==> src/logic/gnss_pkg.sv <==
/* types and register map of the baseband control; only the global window (bits 13..10 zero)
   is decoded, every other window reads as zero */
package gnss_pkg;

	// ------------------------------
	// widths with a meaning
	// ------------------------------
	typedef logic [13:0] host_addr_t;   // dword address, 64kB space
	typedef logic [31:0] host_data_t;
	typedef logic [7:0]  sample_t;
	typedef logic [9:0]  meas_cnt_t;    // meas number, meas count, request count
	typedef logic [4:0]  reg_ofs_t;
	typedef logic [15:0] fifo_status_t; // {overflow count, fill level}

	// one beat of the sample stream to the engine
	typedef struct packed {
		logic    valid;
		sample_t data;
	} sample_beat_t;

	// ------------------------------
	// global register window
	// ------------------------------
	localparam logic [3:0] GLB_WINDOW = 4'h0;

	localparam reg_ofs_t REG_ENABLE        = 5'd0;
	localparam reg_ofs_t REG_FIFO_CLEAR    = 5'd1;
	localparam reg_ofs_t REG_TRACK_START   = 5'd2;
	localparam reg_ofs_t REG_MEAS_NUMBER   = 5'd3;
	localparam reg_ofs_t REG_MEAS_COUNT    = 5'd4;
	localparam reg_ofs_t REG_INT_FLAG      = 5'd5;
	localparam reg_ofs_t REG_REQUEST_COUNT = 5'd6;
	localparam reg_ofs_t REG_INT_MASK      = 5'd7;
	localparam reg_ofs_t REG_VERSION       = 5'd8;
	localparam reg_ofs_t REG_FIFO_STATUS   = 5'd9;

	// major, minor, release
	localparam host_data_t BB_VERSION = {8'd1, 8'd2, 16'd5};

endpackage

==> src/logic/adc_sync.sv <==
/* adc_clk must stay high and low for at least two clk periods each, and adc_data
   must be stable for a few clk cycles around its rising edge */
`timescale 1ns/1ps

module adc_sync import gnss_pkg::*; (
	input  logic         clk,
	input  logic         rst_b,
	input  logic         adc_clk,
	input  sample_t      adc_data,
	output sample_beat_t sample_in
);

	logic [2:0] adc_clk_q;  // two sync stages plus one for edge detect
	sample_t    data_s1;
	sample_t    data_s2;
	sample_t    data_q;
	logic       strobe_q;
	logic       adc_rise;

	// data_s2 lines up with adc_clk_q[1]
	assign adc_rise = adc_clk_q[1] & ~adc_clk_q[2];

	always_ff @(posedge clk or negedge rst_b) begin
		if (!rst_b) begin
			adc_clk_q <= '0;
			strobe_q  <= 1'b0;
		end else begin
			adc_clk_q <= {adc_clk_q[1:0], adc_clk};
			strobe_q  <= adc_rise;  // one strobe per adc_clk rise
		end
	end

	// ------------------------------
	// data path, no reset
	// ------------------------------
	always_ff @(posedge clk) begin
		data_s1 <= adc_data;
		data_s2 <= data_s1;
		if (adc_rise)
			data_q <= data_s2;  // value seen with the first high clock sample
	end

	assign sample_in = '{valid: strobe_q, data: data_q};

endmodule

==> src/logic/baseband_ctrl.sv <==
/* only the global window is decoded; read data follows the address by one cycle
   whether or not host_rd is high */
`timescale 1ns/1ps

module baseband_ctrl import gnss_pkg::*; (
	input  logic         clk,
	input  logic         rst_b,
	input  logic         host_cs,
	input  logic         host_rd,
	input  logic         host_wr,
	input  host_addr_t   host_addr,
	input  host_data_t   host_d4wt,
	output host_data_t   host_d4rd,
	input  logic         te_running,
	input  logic         te_ready,
	input  logic         te_over,
	output logic         te_start,
	output logic         irq,
	output logic         buffer_enable,
	output logic         buffer_clear,
	input  fifo_status_t buffer_status
);

	localparam int FLAG_LSB = 8;  // flags and mask sit at bits 10..8

	logic       in_glb;
	logic       wr_en;
	reg_ofs_t   reg_ofs;
	meas_cnt_t  meas_number;
	meas_cnt_t  meas_count;
	meas_cnt_t  meas_count_next;
	meas_cnt_t  request_count;
	logic [2:0] int_mask;
	logic [2:0] int_flag;       // {request, meas, data ready}
	logic [2:0] flag_set;
	logic [2:0] flag_clr;
	logic       meas_wrap;
	logic       te_over_q;
	logic       start_req;
	host_data_t rd_data;

	// ------------------------------
	// host decode
	// ------------------------------
	assign in_glb     = (host_addr[13:10] == GLB_WINDOW);
	assign reg_ofs    = host_addr[4:0];
	assign wr_en      = host_cs & in_glb & host_wr;

	assign buffer_clear = wr_en & (reg_ofs == REG_FIFO_CLEAR) & host_d4wt[8];
	assign start_req    = wr_en & (reg_ofs == REG_TRACK_START) & host_d4wt[0];

	// plain control registers
	always_ff @(posedge clk or negedge rst_b) begin
		if (!rst_b) begin
			buffer_enable <= 1'b0;
			meas_number   <= '0;
			int_mask      <= '0;
		end else if (wr_en) begin
			case (reg_ofs)
				REG_ENABLE:      buffer_enable <= host_d4wt[8];
				REG_MEAS_NUMBER: meas_number   <= host_d4wt[9:0];
				REG_INT_MASK:    int_mask      <= host_d4wt[FLAG_LSB+2:FLAG_LSB];
				default:         ;
			endcase
		end
	end

	// ------------------------------
	// measurement and request counters
	// ------------------------------
	assign meas_count_next = meas_count + 1'b1;
	assign meas_wrap       = (meas_count_next == meas_number);

	always_ff @(posedge clk or negedge rst_b) begin
		if (!rst_b)
			meas_count <= '0;
		else if (wr_en && reg_ofs == REG_MEAS_COUNT)
			meas_count <= host_d4wt[9:0];  // host preset
		else if (te_over)
			meas_count <= meas_wrap ? '0 : meas_count_next;
	end

	always_ff @(posedge clk or negedge rst_b) begin
		if (!rst_b)
			request_count <= '0;
		else if (wr_en && reg_ofs == REG_REQUEST_COUNT)
			request_count <= host_d4wt[9:0];
		else if (te_over && request_count != '0)
			request_count <= request_count - 1'b1;  // stops at zero
	end

	// ------------------------------
	// interrupt flags
	// ------------------------------
	assign flag_set = {te_over & (request_count == meas_cnt_t'(1)),
			te_over & meas_wrap,
			te_over & te_ready};

	// write one to clear
	assign flag_clr = (wr_en && reg_ofs == REG_INT_FLAG) ?
			host_d4wt[FLAG_LSB+2:FLAG_LSB] : 3'b000;

	always_ff @(posedge clk or negedge rst_b) begin
		if (!rst_b)
			int_flag <= '0;
		else
			int_flag <= flag_set | (int_flag & ~flag_clr);  // set wins
	end

	assign irq = |(int_flag & int_mask);

	// auto restart two cycles after te_over or host request on the write edge
	always_ff @(posedge clk or negedge rst_b) begin
		if (!rst_b) begin
			te_over_q <= 1'b0;
			te_start  <= 1'b0;
		end else begin
			te_over_q <= te_over;
			te_start  <= (te_over_q & ~|int_flag) | (start_req & ~te_running);
		end
	end

	// ------------------------------
	// read mux and latch
	// ------------------------------
	always_comb begin
		rd_data = '0;
		if (in_glb) begin
			case (reg_ofs)
				REG_ENABLE:        rd_data = {23'h0, buffer_enable, 8'h0};
				REG_TRACK_START:   rd_data = {31'h0, te_running};
				REG_MEAS_NUMBER:   rd_data = {22'h0, meas_number};
				REG_MEAS_COUNT:    rd_data = {22'h0, meas_count};
				REG_INT_FLAG:      rd_data = {20'h0, 1'b0, int_flag, 8'h0};  // bit 11 reserved
				REG_REQUEST_COUNT: rd_data = {22'h0, request_count};
				REG_INT_MASK:      rd_data = {20'h0, 1'b0, int_mask, 8'h0};
				REG_VERSION:       rd_data = BB_VERSION;
				REG_FIFO_STATUS:   rd_data = {16'h0, buffer_status};
				default:           rd_data = '0;
			endcase
		end
	end

	always_ff @(posedge clk or negedge rst_b) begin
		if (!rst_b)
			host_d4rd <= '0;
		else
			host_d4rd <= rd_data;
	end

endmodule

==> src/logic/gnss_top.sv <==
/* tracking engine sits outside; FIFO_DEPTH must be a power of two from 4 to 128 */
`timescale 1ns/1ps

module gnss_top import gnss_pkg::*; #(
	parameter int FIFO_DEPTH     = 16,
	parameter int SAMPLE_CREDITS = 4
) (
	input  logic         clk,
	input  logic         rst_b,
	input  logic         adc_clk,
	input  sample_t      adc_data,
	input  logic         host_cs,
	input  logic         host_rd,
	input  logic         host_wr,
	input  host_addr_t   host_addr,
	input  host_data_t   host_d4wt,
	output host_data_t   host_d4rd,
	input  logic         te_running,
	input  logic         te_ready,
	input  logic         te_over,
	output logic         te_start,
	output logic         irq,
	output sample_beat_t sample_out,
	input  logic         sample_credit
);

	sample_beat_t sample_in;
	logic         buffer_enable;
	logic         buffer_clear;
	fifo_status_t buffer_status;

	// ------------------------------
	// adc samples into clk domain
	// ------------------------------
	adc_sync u_adc_sync (
		.clk       (clk),
		.rst_b     (rst_b),
		.adc_clk   (adc_clk),
		.adc_data  (adc_data),
		.sample_in (sample_in)
	);

	sample_fifo #(
		.FIFO_DEPTH     (FIFO_DEPTH),
		.SAMPLE_CREDITS (SAMPLE_CREDITS)
	) u_sample_fifo (
		.clk           (clk),
		.rst_b         (rst_b),
		.sample_in     (sample_in),
		.buffer_enable (buffer_enable),
		.buffer_clear  (buffer_clear),
		.sample_out    (sample_out),
		.sample_credit (sample_credit),
		.buffer_status (buffer_status)
	);

	// host registers and engine sequencing
	baseband_ctrl u_baseband_ctrl (
		.clk           (clk),
		.rst_b         (rst_b),
		.host_cs       (host_cs),
		.host_rd       (host_rd),
		.host_wr       (host_wr),
		.host_addr     (host_addr),
		.host_d4wt     (host_d4wt),
		.host_d4rd     (host_d4rd),
		.te_running    (te_running),
		.te_ready      (te_ready),
		.te_over       (te_over),
		.te_start      (te_start),
		.irq           (irq),
		.buffer_enable (buffer_enable),
		.buffer_clear  (buffer_clear),
		.buffer_status (buffer_status)
	);

endmodule

==> src/logic/sample_fifo.sv <==
/* FIFO_DEPTH is a power of two from 4 to 128; the receiver owns SAMPLE_CREDITS beats and
   returns one sample_credit pulse per beat it frees */
`timescale 1ns/1ps

module sample_fifo import gnss_pkg::*; #(
	parameter int FIFO_DEPTH     = 16,
	parameter int SAMPLE_CREDITS = 4
) (
	input  logic         clk,
	input  logic         rst_b,
	input  sample_beat_t sample_in,
	input  logic         buffer_enable,
	input  logic         buffer_clear,
	output sample_beat_t sample_out,
	input  logic         sample_credit,
	output fifo_status_t buffer_status
);

	localparam int ADDR_W = $clog2(FIFO_DEPTH);
	localparam int CRED_W = $clog2(SAMPLE_CREDITS + 1);

	sample_t           mem [FIFO_DEPTH];
	logic [ADDR_W:0]   wr_ptr;
	logic [ADDR_W:0]   rd_ptr;
	logic [ADDR_W:0]   level;
	logic [7:0]        ovf_cnt;
	logic [CRED_W-1:0] credits;
	logic              full;
	logic              empty;
	logic              push;
	logic              drop;
	logic              send;
	logic              out_valid;
	sample_t           out_data;

	assign level = wr_ptr - rd_ptr;
	assign full  = level[ADDR_W];  // top bit only set at FIFO_DEPTH
	assign empty = (wr_ptr == rd_ptr);

	// samples only taken while enabled
	assign push = sample_in.valid & buffer_enable & ~buffer_clear & ~full;
	assign drop = sample_in.valid & buffer_enable & ~buffer_clear & full;
	assign send = ~empty & (credits != '0) & ~buffer_clear;

	// ------------------------------
	// storage and pointers
	// ------------------------------
	always_ff @(posedge clk) begin
		if (push)
			mem[wr_ptr[ADDR_W-1:0]] <= sample_in.data;
	end

	always_ff @(posedge clk or negedge rst_b) begin
		if (!rst_b) begin
			wr_ptr  <= '0;
			rd_ptr  <= '0;
			ovf_cnt <= '0;
		end else if (buffer_clear) begin
			wr_ptr  <= '0;
			rd_ptr  <= '0;
			ovf_cnt <= '0;
		end else begin
			if (push)
				wr_ptr <= wr_ptr + 1'b1;
			if (send)
				rd_ptr <= rd_ptr + 1'b1;
			if (drop && ovf_cnt != 8'hff)
				ovf_cnt <= ovf_cnt + 1'b1;  // saturates at 255
		end
	end

	// ------------------------------
	// credits and output beat
	// ------------------------------
	always_ff @(posedge clk or negedge rst_b) begin
		if (!rst_b) begin
			credits <= CRED_W'(SAMPLE_CREDITS);
		end else begin
			case ({send, sample_credit})
				2'b10:   credits <= credits - 1'b1;
				2'b01:   credits <= credits + 1'b1;
				default: credits <= credits;  // both or neither
			endcase
		end
	end

	always_ff @(posedge clk or negedge rst_b) begin
		if (!rst_b)
			out_valid <= 1'b0;
		else
			out_valid <= send;
	end

	always_ff @(posedge clk) begin
		if (send)
			out_data <= mem[rd_ptr[ADDR_W-1:0]];
	end

	assign sample_out    = '{valid: out_valid, data: out_data};
	assign buffer_status = {ovf_cnt, 8'(level)};

endmodule

==> config.mk <==
export PLATFORM = sky130hd
export DESIGN_NAME = gnss_top
export DESIGN_NICKNAME = d
export VERILOG_FILES = /design/src/logic/gnss_pkg.sv /design/src/logic/adc_sync.sv /design/src/logic/baseband_ctrl.sv /design/src/logic/gnss_top.sv /design/src/logic/sample_fifo.sv
export SDC_FILE = /design/constraint.sdc
export NUM_CORES = 1
export LEC_CHECK = 0
export ABC_AREA = 1
export BUFFER_PORTS_ARGS = -buffer_cell sky130_fd_sc_hd__buf_2
export CORE_MARGIN = 5
export CORE_UTILIZATION = 40
export DETAILED_ROUTE_END_ITERATION = 8
export GPL_TIMING_DRIVEN = 0
export PLACE_DENSITY = 0.59
export SYNTH_ARGS = -nofsm -noshare
export SYNTH_HDL_FRONTEND = slang
export SYNTH_HIERARCHICAL = 1
export SYNTH_SLANG_ARGS = --single-unit
==> constraint.sdc <==
create_clock -name clk -period 9.2 [get_ports clk]
set_clock_uncertainty 0.15 [all_clocks]
set_input_delay 0.46 -clock clk [delete_from_list [all_inputs] [get_ports clk]]
set_output_delay 0.46 -clock clk [all_outputs]
set_load 0.02 [all_outputs]
==> run_results.csv, run 1 <==
group,metric,value,unit
status,status,"finished, final reports clean",
grt,grtUsageMet1,0.251,
setup_path,critPathKind,"flip-flop to flip-flop",
grt,grtUsageMet2,0.271,
floorplanning,die-area,31000,um2
grt,grt_start_max_net_pins,44,
pwr,irDropWorstVdd,0.000125,V
setup_path,arrival,4.00,ns
finish,drive_gt1_frac,0.155,
timing,rsz0062_at_grt,"false",
timing,hold_viol_final,0,
pwr,total_power,3.51,mW
route,postRouteAntennaNets,0,
grt,grt_pass1_vias,7683,
floorplanning,coreArea,27000,um2
floorplanning,start_util,0.408,
clock_tree,cts-root-buf,"clkbuf_16",
synth,ys_types,48,
placement,dpl_cell_area,11900,um2
setup_path,crit_required,9.47,ns
pwr,power_density,273,nW/um2
floorplanning,die_y,176,um
setup_path,cp_slowest_cell,"nor2_2",
synth,yosysMostFrequentCell,"nand2_1",
pwr,p_sw,1.27,mW
route,routed_wl,26.7,mm
clock_tree,h-tree-depth,1,
setup_path,cpMostUsedCell,"inv_1",
pwr,p_int,2.24,mW
synth,ys_warn_count,6,
synth,yosysSeqAreaShare,0.608,
setup_path,worstSetupEndpointType,"flip-flop",
clock_tree,cts_sinks,242,
placement,gp_congestion,0.909,
finish,fin_nets,1304,
timing,setup_viol,0,
synth,yosys-top-cells-area,"edfxtp_1 (39%), dfrtp_1 (18%), nand2_1 (7.3%)",
finish,fillers,2561,
route,drt_iter0_drc,681,
run,cap_violations,0,
timing,maxSlewViolCount,0,
clock_tree,cts_tree,"done",
floorplanning,die_w,176,um
timing,slew_headroom,0.0872,
route,routedWlPerCell,16.8,um
synth,yosys.area.top_type,"edfxtp_1",
route,routed_via_density,5.07,
grt,antenna_found_initial,0,
route,firstDrtPassIters,5,
synth,postSynthCellCount,1097,
finish,multi_input_area,3630,um2
synth,ys_ff_latch,242,
setup_path,cp_max_fo,12,
clock_tree,cts_resized,0,
timing,setup_tns,0,ns
timing,fmax,0.269,GHz
synth,syn_area,11000,um2
synth,yosysTopAreaCellShare,0.393,
route,vias,8037,
setup_path,slowest_delay,0.67,ns
pwr,p_leak,5.36,nW
route,drcViolationCount,0,
grt,grt-busiest-layer,"met2",
placement,io_buffers,65,
timing,worst-slew-pin-transition,1.36,ns
synth,synth_enable_flop_cells,144,
timing,period_needed,3.72,ns
setup_path,cp_top_family,"adder cells",
synth,synthFlopType,"edfxtp_1",
floorplanning,pin_count,107,
finish,final_core_util,0.476,
placement,dp_hpwl,18.6,mm
worst_hold_path,hold_class,"input pin to flip-flop",
setup_path,cp-start-kind,"flip-flop",
floorplanning,row_count,60,
synth,postSynthAreaPerCell,10.0,um2
timing,period_share,0.405,
setup_path,worst-path-buf-inv,4,
grt,use_met3,0.0257,
setup_path,path_cells,"inv_1, buf_2, ha_1, nand4_1, o21ai_4, nor2_2, inv_1, ha_1, inv_1, fa_1, mux2_2",
clock_tree,clkLatencyLatePin,0.54,ns
clock_tree,cts.path.max_buffers,3,
synth,async_flop_share,0.339,
grt,track_usage,0.171,
pwr,comb_power_share,0.319,
grt,grt_pass1_wl,42.0,mm
clock_tree,clk_pin_slew_worst_paths,0.06,ns
clock_tree,numCtsBuffers,27,
finish,fin_area,12900,um2
finish,area_delta_synth_final,16.9,%
pwr,seqPwrFrac,0.391,
grt,grt_overflow,0,
finish,n_antenna_cell,0,
timing,hold_ws,0.0387,ns
pwr,clockPowerShare,0.290,
synth,netlist_top_cells_count,"nand2_1 (213), edfxtp_1 (144), nor2_1 (138)",
pwr,swShare,0.363,
finish,seqCellArea,6700,um2
-- layout make-up --
class                   instances  area share
flip-flops and latches        242       0.520
multi-input cells             705       0.282
clock buffers                  34      0.0569
repair buffers                 83      0.0401
well taps                     341      0.0331
inverters                     111      0.0326
plain buffers                  54      0.0261
clock inverters                16     0.00885
-- power groups by stage --
| stage | sequential [mW] | clock [mW] | combinational [mW] |
|---|---|---|---|
| 2_1_floorplan | 1.38 | 0 | 0.774 |
| 3_3_place_gp | 1.39 | 0 | 1.09 |
| 3_5_place_dp | 1.39 | 0 | 1.11 |
| 4_1_cts | 1.37 | 1.04 | 1.12 |
| 5_1_grt | 1.39 | 1.09 | 1.26 |
| 6_report | 1.37 | 1.02 | 1.12 |
-- cells by family after synthesis --
group / count (synthesis) / synth area share
compound gates: 185 / 0.0983
xor+xnor: 15 / 0.0119
fa+ha+maj: 16 / 0.0195
simple gates: 471 / 0.192
mux: 1 / 0.00102
flops: 242 / 0.608
other cells: 2 / 0.000682
buf+inv: 165 / 0.0685
-- worst reg2reg max path: stages (launching register included) --
cell and delay (ns):
dfrtp_1 0.52, inv_1 0.29, buf_2 0.31, ha_1 0.29
nand4_1 0.17, o21ai_4 0.10, nor2_2 0.67, inv_1 0.13
ha_1 0.21, inv_1 0.09, fa_1 0.42, mux2_2 0.26
-- per-layer routing --
metal | vias up | share of wire
li1 | 3945 | -
met1 | 3835 | 0.46
met2 | 222 | 0.46
met3 | 35 | 0.058
met4 | 0 | 0.014
met5 | - | 0
-- sequential cells by signal, indices dropped and copies added, names as in the netlist --
signal	cells
u_adc_sync/adc_clk_q	3
u_adc_sync/data_q	8
u_adc_sync/data_s1	8
u_adc_sync/data_s2	8
u_adc_sync/strobe_q	1
u_baseband_ctrl/buffer_enable	1
u_baseband_ctrl/host_d4rd	17
u_baseband_ctrl/int_flag	3
u_baseband_ctrl/int_mask	3
u_baseband_ctrl/meas_count	10
u_baseband_ctrl/meas_number	10
u_baseband_ctrl/request_count	10
u_baseband_ctrl/te_over_q	1
u_baseband_ctrl/te_start	1
u_sample_fifo/credits	3
u_sample_fifo/mem	128
u_sample_fifo/out_data	8
u_sample_fifo/out_valid	1
u_sample_fifo/ovf_cnt	8
u_sample_fifo/rd_ptr	5
u_sample_fifo/wr_ptr	5
-- repair_timing --
action                    CTS  global route
buffers inserted            0             0
hold buffers               13             0
hold endpoints to repair   51             0
-- placed cells by master, fill, tap and decap left out, types with 4 or more instances in the layout --
master | Yosys | routed
a31oi_1 | 4 | 4
inv_2 | 4 | 4
buf_2 | 13 | 77
dfxtp_1 | 16 | 16
buf_4 | 25 | 28
nand2_2 | 9 | 9
a221oi_1 | 5 | 5
inv_1 | 103 | 103
dfrtp_1 | 81 | 81
dlygate4sd3_1 | 0 | 13
nor2_1 | 138 | 137
clkinv_2 | 0 | 5
nand3_1 | 50 | 50
ha_1 | 14 | 14
edfxtp_1 | 144 | 144
xnor2_1 | 4 | 4
conb_1 | 2 | 17
nand2_1 | 213 | 213
o221ai_1 | 7 | 7
o22ai_1 | 27 | 27
xor2_1 | 11 | 11
clkinv_1 | 3 | 11
nand4_1 | 11 | 11
nor2_2 | 7 | 8
a21oi_1 | 11 | 11
clkbuf_1 | 12 | 16
nor3_1 | 23 | 21
o21ai_0 | 100 | 100
clkbuf_16 | 0 | 27
o211ai_1 | 19 | 19
o21ai_1 | 7 | 7
nor2_4 | 4 | 4
-- final timing paths --
| path | start | endpoint | slack (ns) | cells after the start |
|---|---|---|---|---|
| worst max-delay path | u_sample_fifo/rd_ptr[1] | u_sample_fifo/credits[1] | 5.48 | 11 |
| worst min-delay path | host_d4wt[9] | u_baseband_ctrl/request_count[9] | 0.04 | 3 |
| worst max register to register | u_sample_fifo/rd_ptr[1] | u_sample_fifo/credits[1] | 5.48 | 11 |
| worst min register to register | u_adc_sync/data_s1[5] | u_adc_sync/data_s2[5] | 0.17 | 0 |
| max in group asynchronous | rst_b | u_sample_fifo/credits[2] | 7.92 | 3 |
| min in group asynchronous | rst_b | u_baseband_ctrl/host_d4rd[3] | 0.32 | 2 |
-- metrics by stage --
step,worst slack [ns],std cells
6_report,5.48,1586
5_1_grt,5.30,1586
4_1_cts,5.04,1583
3_5_place_dp,5.07,1520
3_3_place_gp,5.16,1518
2_1_floorplan,6.17,1112
(Power assumes the default switching activity.)
==> inputs of run 2 (changes only) <==
==> constraint.sdc (replaced) <==
create_clock -name clk -period 3.6 [get_ports clk]
set_clock_uncertainty 0.15 [all_clocks]
set_input_delay 0.18 -clock clk [delete_from_list [all_inputs] [get_ports clk]]
set_output_delay 0.18 -clock clk [all_outputs]
set_load 0.02 [all_outputs]
==> run 2 against run 1 <==
Net effect: count of clock-buffer cells in the layout is the same; die area is the same; final area grew 2.1%; setup slack lost 5.3 ns; first-iteration DRC count grew 12%; global-route usage grew 0.25 points; total power grew to 2.6 times the previous value; sequential share of layout area shrank 1.1 points; maximum frequency grew 9.1%; critical path depth is the same; wire length grew 1.6%; non-clock buffer count grew 20; critical endpoint unchanged; largest cell class unchanged.
==> run_results.csv, run 2 (same netlist as run 1, synthesis figures left out) <==
group,metric,value,unit
clock_tree,clk_pin_slew_worst_paths,0.06,ns
timing,worst-slew-pin-transition,0.831,ns
route,postRouteAntennaNets,0,
worst_hold_path,hold_class,"input pin to asynchronous set/reset pin",
timing,rsz0062_at_grt,"false",
setup_path,r2r-start,"u_sample_fifo/rd_ptr[1]",
timing,period_needed,3.41,ns
pwr,power_density,685,nW/um2
pwr,irDropWorstVdd,0.000320,V
pwr,clockPowerShare,0.289,
finish,mostFrequentLayoutCell,"nand2_1",
timing,worst_slack,0.187,ns
clock_tree,clkLatencyLatePin,0.54,ns
setup_path,cp_slowest_cell,"dfrtp_1",
grt,grt_pass1_vias,7788,
route,routed_via_density,5.06,
timing,setup_tns,0,ns
grt,grt_overflow,0,
floorplanning,row_count,60,
finish,area_delta_synth_final,19.3,%
clock_tree,cts.path.max_buffers,3,
pwr,p_leak,5.44,nW
finish,stdcell_count,1606,
floorplanning,die-area,31000,um2
finish,largest_reg_flops,128,
timing,period_share,0.948,
timing,hold_ws,0.0355,ns
clock_tree,cts_sinks,242,
setup_path,cp-start-kind,"flip-flop",
finish,fillers,2533,
finish,mostFrequentLayoutCells,"nand2_1 (213), edfxtp_1 (144), nor2_1 (137)",
run,cap_violations,0,
route,firstDrtPassIters,5,
floorplanning,pin_count,107,
placement,io_buffers,65,
timing,slew_headroom,0.443,
clock_tree,cts-root-buf,"clkbuf_16",
grt,track_usage,0.173,
setup_path,cpMostUsedCell,"inv_1",
floorplanning,die_w,176,um
floorplanning,coreArea,27000,um2
pwr,p_int,5.73,mW
placement,dp_hpwl,18.6,mm
finish,fin_nets,1324,
floorplanning,start_util,0.408,
setup_path,worstSetupEndpointType,"flip-flop",
route,routedWlPerCell,16.9,um
floorplanning,die_y,176,um
timing,setup_viol,0,
placement,dp_slack,-0.533,ns
finish,final_core_util,0.486,
setup_path,crit_required,3.87,ns
pwr,p_sw,3.28,mW
clock_tree,numCtsBuffers,27,
finish,n_antenna_cell,0,
timing,maxSlewViolCount,0,
setup_path,cp_max_fo,12,
route,drt_iter0_drc,760,
setup_path,arrival,3.69,ns
setup_path,slowest_delay,0.51,ns
setup_path,critPathKind,"flip-flop to flip-flop",
placement,gp_congestion,0.909,
clock_tree,h-tree-depth,1,
placement,dp.cells,1520,
finish,drive_gt1_frac,0.160,
status,status,"finished, final reports clean",
clock_tree,post_cts.repair.setup_buffers,0,
timing,fmax,0.293,GHz
clock_tree,cts_tree,"done",
pwr,comb_power_share,0.322,
grt,grt_pass1_wl,42.6,mm
setup_path,rrSetupSlack,0.19,ns
grt,antenna_found_initial,0,
pwr,seqPwrFrac,0.389,
grt,grt_start_max_net_pins,44,
setup_path,r2r_cells,11,
route,vias,8129,
setup_path,path_cells,"inv_1, buf_2, ha_1, nand4_1, o21ai_4, nor2_4, inv_1, ha_1, inv_1, fa_1, mux2_2",
route,routed_wl,27.2,mm
route,drcViolationCount,0,
pwr,swShare,0.364,
setup_path,rr_endpoint,"u_sample_fifo/credits[1]",
timing,hold_viol_final,0,
run 2: worst max path at each step:
stage                     slack [ns]                        to                     from  depth (start not counted)
after floorplan                 0.57  u_sample_fifo/credits[1]  u_sample_fifo/rd_ptr[2]                         11
after global placement         -0.44  u_sample_fifo/credits[1]  u_sample_fifo/rd_ptr[3]                         11
after detailed placement       -0.53  u_sample_fifo/credits[1]  u_sample_fifo/rd_ptr[3]                         11
after CTS                      -0.01   u_sample_fifo/mem[2][4]  u_sample_fifo/rd_ptr[3]                          8
after global routing            0.02  u_sample_fifo/credits[1]  u_sample_fifo/rd_ptr[2]                         11
final                           0.19  u_sample_fifo/credits[1]  u_sample_fifo/rd_ptr[1]                         11
run 2: worst max-delay path, delay by kind of cell, from the launching register on:
kind                     cells  cell delay (ns)
adder cells (fa/ha/maj)      3             0.90
AO/OA/AOI/OAI                1             0.11
multiplexers                 1             0.26
buffers and inverters        4             0.78
AND/OR/NAND/NOR              2             0.57
flip-flops                   1             0.51
run 2: layout make-up:
cell class                 instances  area, um2  area share
inverter                         111        419      0.0319
multi-input combinational        705       3700       0.281
clock buffer                      34        732      0.0557
clock inverter                    16        114     0.00866
tap                              341        427      0.0325
timing repair buffer             103        723      0.0550
sequential                       242       6700       0.510
buffer                            54        335      0.0255
run 2: repair_timing:
action / CTS / global route
gates resized for setup: 9 / 6
cloned: 0 / 0
hold buffers: 36 / 0
endpoints found under the hold margin: 144 / 0
setup endpoints to repair: 81 / 48
run 2: per-layer routing:
layer	vias to the layer above	part of all wire	track usage	wire [um]
met2	220	0.47	0.276	12700
met3	38	0.060	0.0257	1630
met5	-	0	0	0
li1	3984	-	-	-
met4	0	0.016	0.0380	437
met1	3887	0.46	0.253	12400
run 2: metrics by stage:
step / instance area (um2) / total power, mW
after detailed placement: 11900 / 6.39
after floorplan: 11100 / 5.51
after CTS: 13100 / 9.06
final: 13100 / 9.01
after global placement: 11800 / 6.35
after global routing: 13100 / 9.57
run 2: power groups by stage:
| stage | Clock [mW] | Sequential [mW] | Combinational, mW |
|---|---|---|---|
| 6_report | 2.60 | 3.51 | 2.90 |
| 5_1_grt | 2.78 | 3.54 | 3.24 |
| 4_1_cts | 2.67 | 3.50 | 2.89 |
| 3_5_place_dp | 0 | 3.56 | 2.83 |
| 3_3_place_gp | 0 | 3.55 | 2.79 |
| 2_1_floorplan | 0 | 3.54 | 1.98 |
